==> config.mk <==
export PLATFORM = sky130hd
export DESIGN_NAME = axis_weight_rotator
export DESIGN_NICKNAME = d
export VERILOG_FILES = /design/src/design/rotator_ctrl_pkg.sv /design/src/design/rotator_stream_pkg.sv /design/src/design/axis_weight_rotator.sv /design/src/design/rotator_counters.sv /design/src/design/rotator_fsm.sv /design/src/design/rotator_out_buffer.sv /design/src/design/weight_bank_ram.sv
export VERILOG_INCLUDE_DIRS = /design/src /design/src/design
export SDC_FILE = /design/constraint.sdc
export NUM_CORES = 2
export LEC_CHECK = 0
export ABC_AREA = 1
export BUFFER_PORTS_ARGS = -buffer_cell sky130_fd_sc_hd__buf_4
export CAP_MARGIN = 15
export CORE_ASPECT_RATIO = 0.9
export CORE_MARGIN = 5
export CORE_UTILIZATION = 59
export DETAILED_ROUTE_END_ITERATION = 6
export HOLD_SLACK_MARGIN = 0.12
export PLACE_DENSITY = 0.75
export SYNTH_ARGS = -nofsm -noshare
export SYNTH_HDL_FRONTEND = slang
export SYNTH_HIERARCHICAL = 1
export SYNTH_MEMORY_MAX_BITS = 65536
export SYNTH_SLANG_ARGS = --single-unit
==> constraint.sdc <==
create_clock -name aclk -period 9.2 [get_ports aclk]
set_input_delay 1.84 -clock aclk [delete_from_list [all_inputs] [get_ports aclk]]
set_output_delay 1.84 -clock aclk [all_outputs]
set_load 0.1 [all_outputs]
==> src/design/rotator_config.svh <==
`ifndef ROTATOR_CONFIG_SVH
`define ROTATOR_CONFIG_SVH

// stream beat width, same on both sides
`define ROT_DATA_W 32

// weight beats held by one bank
`define ROT_BANK_DEPTH 64

// bank address width, log2 of the depth
`define ROT_ADDR_W 6

// configuration beat fields, each stored as value minus one
`define ROT_KH_W 2
`define ROT_CIN_W 4
`define ROT_REP_W 4

`endif

==> src/design/rotator_ctrl_pkg.sv <==
`default_nettype none

package rotator_ctrl_pkg;

  // load side position within a packet
  typedef enum logic [1:0] {
    L_CONFIG,
    L_WEIGHTS,
    L_WAIT_BANK
  } load_state_t;

  // replay side, drain means waiting for room in the output buffer
  typedef enum logic [1:0] {
    R_IDLE,
    R_READ,
    R_DRAIN
  } replay_state_t;

endpackage

`default_nettype wire

==> src/design/rotator_stream_pkg.sv <==
`default_nettype none

`include "rotator_config.svh"

package rotator_stream_pkg;

  localparam int TUSER_W = 2;

  // bit positions within m_axis_tuser
  typedef enum logic {
    TU_PASS_FIRST = 1'b0,
    TU_PASS_LAST  = 1'b1
  } tuser_bit_e;

  // low bits of the configuration beat, kh_1 sits at bit 0
  typedef struct packed {
    logic [`ROT_REP_W-1:0] rep_1;
    logic [`ROT_CIN_W-1:0] cin_1;
    logic [`ROT_KH_W-1:0]  kh_1;
  } cfg_fields_t;

endpackage

`default_nettype wire

==> src/design/axis_weight_rotator.sv <==
`default_nettype none

`include "rotator_config.svh"

module axis_weight_rotator
  import rotator_stream_pkg::*;
(
  input  logic                   aclk,
  input  logic                   rst,
  input  logic                   s_axis_tvalid,
  output logic                   s_axis_tready,
  input  logic [`ROT_DATA_W-1:0] s_axis_tdata,
  // packet length comes from the configuration beat, tlast is not checked
  input  logic                   s_axis_tlast,
  output logic                   m_axis_tvalid,
  input  logic                   m_axis_tready,
  output logic [`ROT_DATA_W-1:0] m_axis_tdata,
  output logic [TUSER_W-1:0]     m_axis_tuser,
  output logic                   m_axis_tlast
);

  logic                   cfg_load;
  logic [`ROT_KH_W-1:0]   cfg_kh_1;
  logic [`ROT_CIN_W-1:0]  cfg_cin_1;
  logic [`ROT_REP_W-1:0]  cfg_rep_1;
  logic                   wr_en;
  logic                   wr_bank;
  logic                   rd_en;
  logic                   rd_bank;
  logic                   pass_start;
  logic                   rd_first;
  logic                   rd_last_pass;
  logic [`ROT_ADDR_W-1:0] wr_addr;
  logic [`ROT_ADDR_W-1:0] rd_addr;
  logic                   wr_done;
  logic                   rd_pass_end;
  logic                   rd_all_end;
  logic                   space;
  logic [`ROT_DATA_W-1:0] rd_data;
  logic                   rd_vld_q;
  logic [TUSER_W-1:0]     rd_user_q;
  logic                   rd_last_q;

  rotator_fsm u_fsm (
    .aclk          (aclk),
    .rst           (rst),
    .s_axis_tvalid (s_axis_tvalid),
    .s_axis_tdata  (s_axis_tdata),
    .wr_done       (wr_done),
    .rd_pass_end   (rd_pass_end),
    .rd_all_end    (rd_all_end),
    .space         (space),
    .s_axis_tready (s_axis_tready),
    .cfg_load      (cfg_load),
    .cfg_kh_1      (cfg_kh_1),
    .cfg_cin_1     (cfg_cin_1),
    .cfg_rep_1     (cfg_rep_1),
    .wr_en         (wr_en),
    .wr_bank       (wr_bank),
    .rd_en         (rd_en),
    .rd_bank       (rd_bank),
    .pass_start    (pass_start),
    .rd_first      (rd_first),
    .rd_last_pass  (rd_last_pass)
  );

  rotator_counters u_counters (
    .aclk        (aclk),
    .rst         (rst),
    .cfg_load    (cfg_load),
    .cfg_kh_1    (cfg_kh_1),
    .cfg_cin_1   (cfg_cin_1),
    .cfg_rep_1   (cfg_rep_1),
    .wr_en       (wr_en),
    .rd_en       (rd_en),
    .pass_start  (pass_start),
    .wr_addr     (wr_addr),
    .rd_addr     (rd_addr),
    .wr_done     (wr_done),
    .rd_pass_end (rd_pass_end),
    .rd_all_end  (rd_all_end)
  );

  weight_bank_ram u_ram (
    .aclk    (aclk),
    .wr_en   (wr_en),
    .wr_bank (wr_bank),
    .wr_addr (wr_addr),
    .wr_data (s_axis_tdata),
    .rd_en   (rd_en),
    .rd_bank (rd_bank),
    .rd_addr (rd_addr),
    .rd_data (rd_data)
  );

  // tags wait one cycle so they line up with rd_data
  always_ff @(posedge aclk) begin
    if (rst) begin
      rd_vld_q <= 1'b0;
    end else begin
      rd_vld_q <= rd_en;
    end
  end

  always_ff @(posedge aclk) begin
    rd_user_q[TU_PASS_FIRST] <= rd_first;
    rd_user_q[TU_PASS_LAST]  <= rd_last_pass;
    rd_last_q                <= rd_all_end;
  end

  rotator_out_buffer u_out_buffer (
    .aclk          (aclk),
    .rst           (rst),
    .in_valid      (rd_vld_q),
    .in_data       (rd_data),
    .in_user       (rd_user_q),
    .in_last       (rd_last_q),
    .space         (space),
    .m_axis_tready (m_axis_tready),
    .m_axis_tvalid (m_axis_tvalid),
    .m_axis_tdata  (m_axis_tdata),
    .m_axis_tuser  (m_axis_tuser),
    .m_axis_tlast  (m_axis_tlast)
  );

endmodule

`default_nettype wire

==> src/design/rotator_counters.sv <==
`default_nettype none

`include "rotator_config.svh"

module rotator_counters (
  input  logic                   aclk,
  input  logic                   rst,
  input  logic                   cfg_load,
  input  logic [`ROT_KH_W-1:0]   cfg_kh_1,
  input  logic [`ROT_CIN_W-1:0]  cfg_cin_1,
  input  logic [`ROT_REP_W-1:0]  cfg_rep_1,
  input  logic                   wr_en,
  input  logic                   rd_en,
  input  logic                   pass_start,
  output logic [`ROT_ADDR_W-1:0] wr_addr,
  output logic [`ROT_ADDR_W-1:0] rd_addr,
  output logic                   wr_done,
  output logic                   rd_pass_end,
  output logic                   rd_all_end
);

  localparam int ADDR_W = `ROT_ADDR_W;
  localparam int REP_W  = `ROT_REP_W;

  logic [ADDR_W-1:0] kh_n;
  logic [ADDR_W-1:0] cin_n;
  logic [ADDR_W-1:0] cfg_last;
  logic [ADDR_W-1:0] beats_last [2];
  logic [REP_W-1:0]  reps_last [2];
  logic [REP_W-1:0]  pass;
  logic              load_slot;
  logic              read_slot;

  // a full 64 beat product wraps to zero, minus one gives 63
  assign kh_n     = ADDR_W'(cfg_kh_1) + ADDR_W'(1);
  assign cin_n    = ADDR_W'(cfg_cin_1) + ADDR_W'(1);
  assign cfg_last = kh_n * cin_n - ADDR_W'(1);

  // slots follow the banks, both sides step through them in order
  always_ff @(posedge aclk) begin
    if (cfg_load) begin
      beats_last[load_slot] <= cfg_last;
      reps_last[load_slot]  <= cfg_rep_1;
    end
  end

  assign wr_done     = wr_addr == beats_last[load_slot];
  assign rd_pass_end = rd_addr == beats_last[read_slot];
  assign rd_all_end  = rd_pass_end && (pass == reps_last[read_slot]);

  always_ff @(posedge aclk) begin
    if (rst) begin
      wr_addr   <= '0;
      load_slot <= 1'b0;
    end else if (wr_en) begin
      if (wr_done) begin
        wr_addr   <= '0;
        load_slot <= ~load_slot;
      end else begin
        wr_addr <= wr_addr + ADDR_W'(1);
      end
    end
  end

  always_ff @(posedge aclk) begin
    if (rst) begin
      rd_addr   <= '0;
      pass      <= '0;
      read_slot <= 1'b0;
    end else if (pass_start) begin
      rd_addr <= '0;
      pass    <= '0;
    end else if (rd_en) begin
      if (rd_pass_end) begin
        rd_addr <= '0;
        if (rd_all_end) begin
          pass      <= '0;
          read_slot <= ~read_slot;
        end else begin
          pass <= pass + REP_W'(1);
        end
      end else begin
        rd_addr <= rd_addr + ADDR_W'(1);
      end
    end
  end

endmodule

`default_nettype wire

==> src/design/rotator_fsm.sv <==
`default_nettype none

`include "rotator_config.svh"

module rotator_fsm
  import rotator_ctrl_pkg::*;
  import rotator_stream_pkg::*;
(
  input  logic                  aclk,
  input  logic                  rst,
  input  logic                  s_axis_tvalid,
  input  logic [`ROT_DATA_W-1:0] s_axis_tdata,
  input  logic                  wr_done,
  input  logic                  rd_pass_end,
  input  logic                  rd_all_end,
  input  logic                  space,
  output logic                  s_axis_tready,
  output logic                  cfg_load,
  output logic [`ROT_KH_W-1:0]  cfg_kh_1,
  output logic [`ROT_CIN_W-1:0] cfg_cin_1,
  output logic [`ROT_REP_W-1:0] cfg_rep_1,
  output logic                  wr_en,
  output logic                  wr_bank,
  output logic                  rd_en,
  output logic                  rd_bank,
  output logic                  pass_start,
  output logic                  rd_first,
  output logic                  rd_last_pass
);

  load_state_t   ld_state;
  replay_state_t rp_state;
  cfg_fields_t   cfg;
  logic [1:0]    bank_full;
  logic          wr_fill;
  logic          rd_free;
  logic          first_pend;

  assign cfg       = cfg_fields_t'(s_axis_tdata[$bits(cfg_fields_t)-1:0]);
  assign cfg_kh_1  = cfg.kh_1;
  assign cfg_cin_1 = cfg.cin_1;
  assign cfg_rep_1 = cfg.rep_1;

  assign s_axis_tready = ld_state != L_WAIT_BANK;
  assign cfg_load      = (ld_state == L_CONFIG) && s_axis_tvalid;
  assign wr_en         = (ld_state == L_WEIGHTS) && s_axis_tvalid;
  assign wr_fill       = wr_en && wr_done;

  // reads only go out while the buffer has room for them
  assign rd_en        = (rp_state == R_READ) && space;
  assign rd_free      = rd_en && rd_all_end;
  assign pass_start   = (rp_state == R_IDLE) && bank_full[rd_bank];
  assign rd_first     = rd_en && first_pend;
  assign rd_last_pass = rd_en && rd_pass_end;

  always_ff @(posedge aclk) begin
    if (rst) begin
      ld_state <= L_CONFIG;
      wr_bank  <= 1'b0;
    end else begin
      case (ld_state)
        L_CONFIG: begin
          if (cfg_load) ld_state <= L_WEIGHTS;
        end
        L_WEIGHTS: begin
          if (wr_fill) begin
            wr_bank  <= ~wr_bank;
            ld_state <= bank_full[~wr_bank] ? L_WAIT_BANK : L_CONFIG;
          end
        end
        L_WAIT_BANK: begin
          if (!bank_full[wr_bank]) ld_state <= L_CONFIG;
        end
        default: ld_state <= L_CONFIG;
      endcase
    end
  end

  // full bits hand each bank from the load side to the replay side and back
  always_ff @(posedge aclk) begin
    if (rst) begin
      bank_full <= 2'b00;
    end else begin
      if (wr_fill) bank_full[wr_bank] <= 1'b1;
      if (rd_free) bank_full[rd_bank] <= 1'b0;
    end
  end

  always_ff @(posedge aclk) begin
    if (rst) begin
      rp_state   <= R_IDLE;
      rd_bank    <= 1'b0;
      first_pend <= 1'b0;
    end else begin
      case (rp_state)
        R_IDLE: begin
          if (pass_start) rp_state <= R_READ;
        end
        R_READ: begin
          if (rd_free) begin
            rp_state <= R_IDLE;
            rd_bank  <= ~rd_bank;
          end else if (!space) begin
            rp_state <= R_DRAIN;
          end
        end
        R_DRAIN: begin
          if (space) rp_state <= R_READ;
        end
        default: rp_state <= R_IDLE;
      endcase
      // next read after a pass boundary opens a new pass
      if (pass_start || (rd_en && rd_pass_end)) begin
        first_pend <= 1'b1;
      end else if (rd_en) begin
        first_pend <= 1'b0;
      end
    end
  end

endmodule

`default_nettype wire

==> src/design/rotator_out_buffer.sv <==
`default_nettype none

`include "rotator_config.svh"

module rotator_out_buffer
  import rotator_stream_pkg::*;
(
  input  logic                   aclk,
  input  logic                   rst,
  input  logic                   in_valid,
  input  logic [`ROT_DATA_W-1:0] in_data,
  input  logic [TUSER_W-1:0]     in_user,
  input  logic                   in_last,
  output logic                   space,
  input  logic                   m_axis_tready,
  output logic                   m_axis_tvalid,
  output logic [`ROT_DATA_W-1:0] m_axis_tdata,
  output logic [TUSER_W-1:0]     m_axis_tuser,
  output logic                   m_axis_tlast
);

  localparam int DATA_W = `ROT_DATA_W;

  logic [DATA_W-1:0]  data_q [2];
  logic [TUSER_W-1:0] user_q [2];
  logic               last_q [2];
  logic               wr_ptr;
  logic               rd_ptr;
  logic [1:0]         count;
  logic [1:0]         occ;
  logic               pop;

  assign pop = m_axis_tvalid && m_axis_tready;

  // occupancy next cycle, counting the result already coming out of the RAM
  assign occ   = count + {1'b0, in_valid} - {1'b0, pop};
  // room for the read in flight and one more
  assign space = occ < 2'd2;

  assign m_axis_tvalid = count != 2'd0;
  assign m_axis_tdata  = data_q[rd_ptr];
  assign m_axis_tuser  = user_q[rd_ptr];
  assign m_axis_tlast  = last_q[rd_ptr];

  always_ff @(posedge aclk) begin
    if (in_valid) begin
      data_q[wr_ptr] <= in_data;
      user_q[wr_ptr] <= in_user;
    end
  end

  always_ff @(posedge aclk) begin
    if (rst) begin
      wr_ptr    <= 1'b0;
      rd_ptr    <= 1'b0;
      count     <= 2'd0;
      last_q[0] <= 1'b0;
      last_q[1] <= 1'b0;
    end else begin
      // an empty entry never carries a last flag
      if (pop) last_q[rd_ptr] <= 1'b0;
      if (in_valid) last_q[wr_ptr] <= in_last;
      if (in_valid) wr_ptr <= ~wr_ptr;
      if (pop) rd_ptr <= ~rd_ptr;
      count <= occ;
    end
  end

endmodule

`default_nettype wire

==> src/design/weight_bank_ram.sv <==
`default_nettype none

`include "rotator_config.svh"

module weight_bank_ram (
  input  logic                   aclk,
  input  logic                   wr_en,
  input  logic                   wr_bank,
  input  logic [`ROT_ADDR_W-1:0] wr_addr,
  input  logic [`ROT_DATA_W-1:0] wr_data,
  input  logic                   rd_en,
  input  logic                   rd_bank,
  input  logic [`ROT_ADDR_W-1:0] rd_addr,
  output logic [`ROT_DATA_W-1:0] rd_data
);

  localparam int DATA_W = `ROT_DATA_W;
  localparam int DEPTH  = `ROT_BANK_DEPTH;

  // both banks in one array, bank select is the top address bit
  logic [DATA_W-1:0] mem [2*DEPTH];

  always_ff @(posedge aclk) begin
    if (wr_en) begin
      mem[{wr_bank, wr_addr}] <= wr_data;
    end
  end

  // registered read, data is valid the cycle after rd_en
  always_ff @(posedge aclk) begin
    if (rd_en) begin
      rd_data <= mem[{rd_bank, rd_addr}];
    end
  end

endmodule

`default_nettype wire

==> results.md <==
- Status: complete, no violations
- Htree depth: 5
- Leakage power: 64.4 nW
- Setup violation total in the final timing report: 0
- Area growth syn-to-layout: 9.86%
- Skew-Pair Late Insertion Delay: 930 ps
- CP delay by family, top: buffers and inverters
- DP Worst Slack: 4080 ps
- Post-Route WL: 459000 um
- Post-synthesis sequential area ratio: 0.745
- Hold crit path type: reg -> reg
- Required @ worst endpoint: 9930 ps
- Tmin final: 4760 ps
- CP max FO: 69
- CP most frequent cell: nand3_1
- Hold Path End: u_out_buffer/data_q[1][8]
- CP max stage delay: 700 ps
- Slew headroom: 0.120
- Wl on met1: 166000 um
- Slew @ Worst Pin: 1320 ps
- HPWL after detailed placement: 235000 um
- Max layer used: met5
- Fin Clk Skew: 69.1 ps
- Seq cells post-synth: 4256
- Netlist Area Pre-Place: 171000 sq um
- Hold buffer count at cts: 0
- Overall power: 38.2 mW
- Die H: 521 um
- Num CTS Buffers: 404
- Synth cell types: 37
- Reg2reg end: u_ram/rd_data[19]
- Vias in the first global route: 105000
- Avg Cell Area, Syn: 12.3 sq um
- Worst path cell trace: buf_4 > buf_4 > buf_4 > nand2_1 > nand3_1 > nand3_1 > nand3_1 > nand3_1 > nand3_1 > nand3_1 > nand2_1
- Die area: 301000 sq um
- Drc violations: 0
- First-pass GRT wire length: 673000 um
- 1st-pass router iterations: 7
- Post-synth EDFFs: 4218
- CTS tree: built
- Post-synth ARST share: 0
- Max Transition Viols Final: 0
- Final setup TNS: 0 ps
- Final Net Count: 13800
- R2R Setup Slk: 4440 ps
- Synth Flop Type: edfxtp_1
- VDD IR max: 175 uV
- Synthesis Warnings: 6
- Antenna viol nets, final: 0
- Vias per cell: 6.22
- Met2 routed WL: 208000 um
- RSZ-0062 raised after global routing: false
- Overall Global Routing Usage: 0.300
- FMAX: 210 MHz
- Met3 WL post-DR: 61700 um
- Vias: 112000
- WP data arrival: 5480 ps
- Hold Startpoint: u_ram/rd_data[8]
- DR iter-0 viols: 16700
- Hold depth: 0
- Routability cong.: 0.867
- Gr ovfl total: 0
- Most common cell after layout, fill and taps aside: nand2_1
- Initial antenna violation count: 20
- Final period utilization: 0.517
- Setup bufs post-CTS: 0
- Slowest CP cell: buf_4
- Layout cells sized above 1: 0.0769
- Clk slew on worst S/H paths: 70 ps
- Core ar.: 288000 sq um
- Type of destination of the critical path: register
- MaxCap Viol Count: 0
- Syn Nets: 14000
- Root buf cell: clkbuf_16
- Initial Utilization: 0.593
- Port bufs: 72
- Die width: 578 um
- Max clock buf depth: 4
- Commonest non-fill, non-tap cells in the layout: nand2_1 (4258), edfxtp_1 (4218), nand3_1 (4066)
- # rows: 187
- Final WS setup: 4440 ps
- Final Hold Violating Endpoints: 0
- Reg-to-reg startpoint: u_counters/rd_addr[0]
- Mapped Cells: 13900
- Largest net degree at the start of global routing: 225
- # IOs: 74
- Post-CTS resize count: 0
- Cells on worst reg2reg path: 11
- Pwr dens: 203 nW/um^2
- Crit path launch type: register
- WS Path Type: reg -> reg
- Per-cell routed wire length: 25.6 um
- Buffers plus inverters on the worst setup path: 3
- Sink Count: 4256
-- Yosys cell counts (8+ instances only) --
library cell	n	area share
nand4_1	8	0.00029
mux2_4	30	0.0026
inv_2	9	0.00020
nor3_1	14	0.00041
a21oi_1	14	0.00041
buf_1	100	0.0022
ha_1	14	0.0010
edfxtp_1	4218	0.74
nand2_1	4266	0.094
o21ai_0	12	0.00035
buf_6	14	0.00092
dfxtp_1	38	0.0044
nor2_1	173	0.0038
inv_1	94	0.0021
xor2_1	13	0.00067
buf_4	98	0.0043
clkbuf_1	109	0.0024
buf_2	602	0.018
nand3_1	4066	0.12
-- kinds of logic after synthesis --
family / after synthesis / share of synthesized area
simple gates: 8548 / 0.218
flops: 4256 / 0.745
buf+inv: 1032 / 0.0302
compound gates: 35 / 0.00107
mux: 35 / 0.00296
xor+xnor: 19 / 0.000973
fa+ha+maj: 18 / 0.00149
-- power breakdown --
part	internal, mW	total, mW	switching [mW]	leakage (nW)
logic	0.0997	0.643	0.543	20.0
registers	21.3	21.3	0.0116	38.2
clock network	9.20	16.2	7.01	6.26
-- flip-flops by register name, indices dropped and copies added, names as in the netlist, 4 cells and up, named ones only --
name                   flops
u_ram/mem               4096
u_out_buffer/data_q       64
u_ram/rd_data             32
u_counters/beats_last     12
u_counters/reps_last       8
u_counters/rd_addr         6
u_counters/wr_addr         6
u_counters/pass            4
u_out_buffer/user_q        4
-- how the worst max path moves through the flow --
stage | from | endpoint | slack (ps) | cells after the start
finish | u_counters/rd_addr[0] | u_ram/rd_data[19] | 4440 | 11
floorplan | s_axis_tvalid | u_ram/mem[105][0] | 4680 | 6
CTS | register | m_axis_tdata[31] | 4660 | 3
detailed placement | s_axis_tdata[2] | u_counters/beats_last[1][5] | 4080 | 13
global placement | s_axis_tdata[2] | u_counters/beats_last[0][5] | 4120 | 13
global route | u_counters/rd_addr[0] | u_ram/rd_data[19] | 4430 | 11
-- area by class of cell --
type	instances	area, sq um
flip-flops and latches	4256	127000
fillers	19900	101000
multi-input cells	8655	39400
clock buffers	505	10700
well taps	3874	4850
repair buffers	322	2920
clock inverters	215	2090
inverters	105	447
diodes	6	15.0
-- layer usage --
metal  vias to the layer above  track usage
li1                      49400            -
met1                     53700        0.416
met2                      7385        0.455
met3                      1095       0.0725
met4                        10        0.137
met5                         -            0
-- stage by stage --
stage / hold slack (ps) / area (sq um) / instances / utilization
floorplan: 404 / 171000 / 13900 / -
global placement: 413 / 175000 / 17200 / 0.607
detailed placement: 427 / 175000 / 17200 / 0.607
CTS: 424 / 188000 / 17900 / 0.651
global route: 451 / 188000 / 17900 / 0.651
finish: 423 / 188000 / 17900 / 0.651
Note: power is estimated with default switching activity, not from simulation.
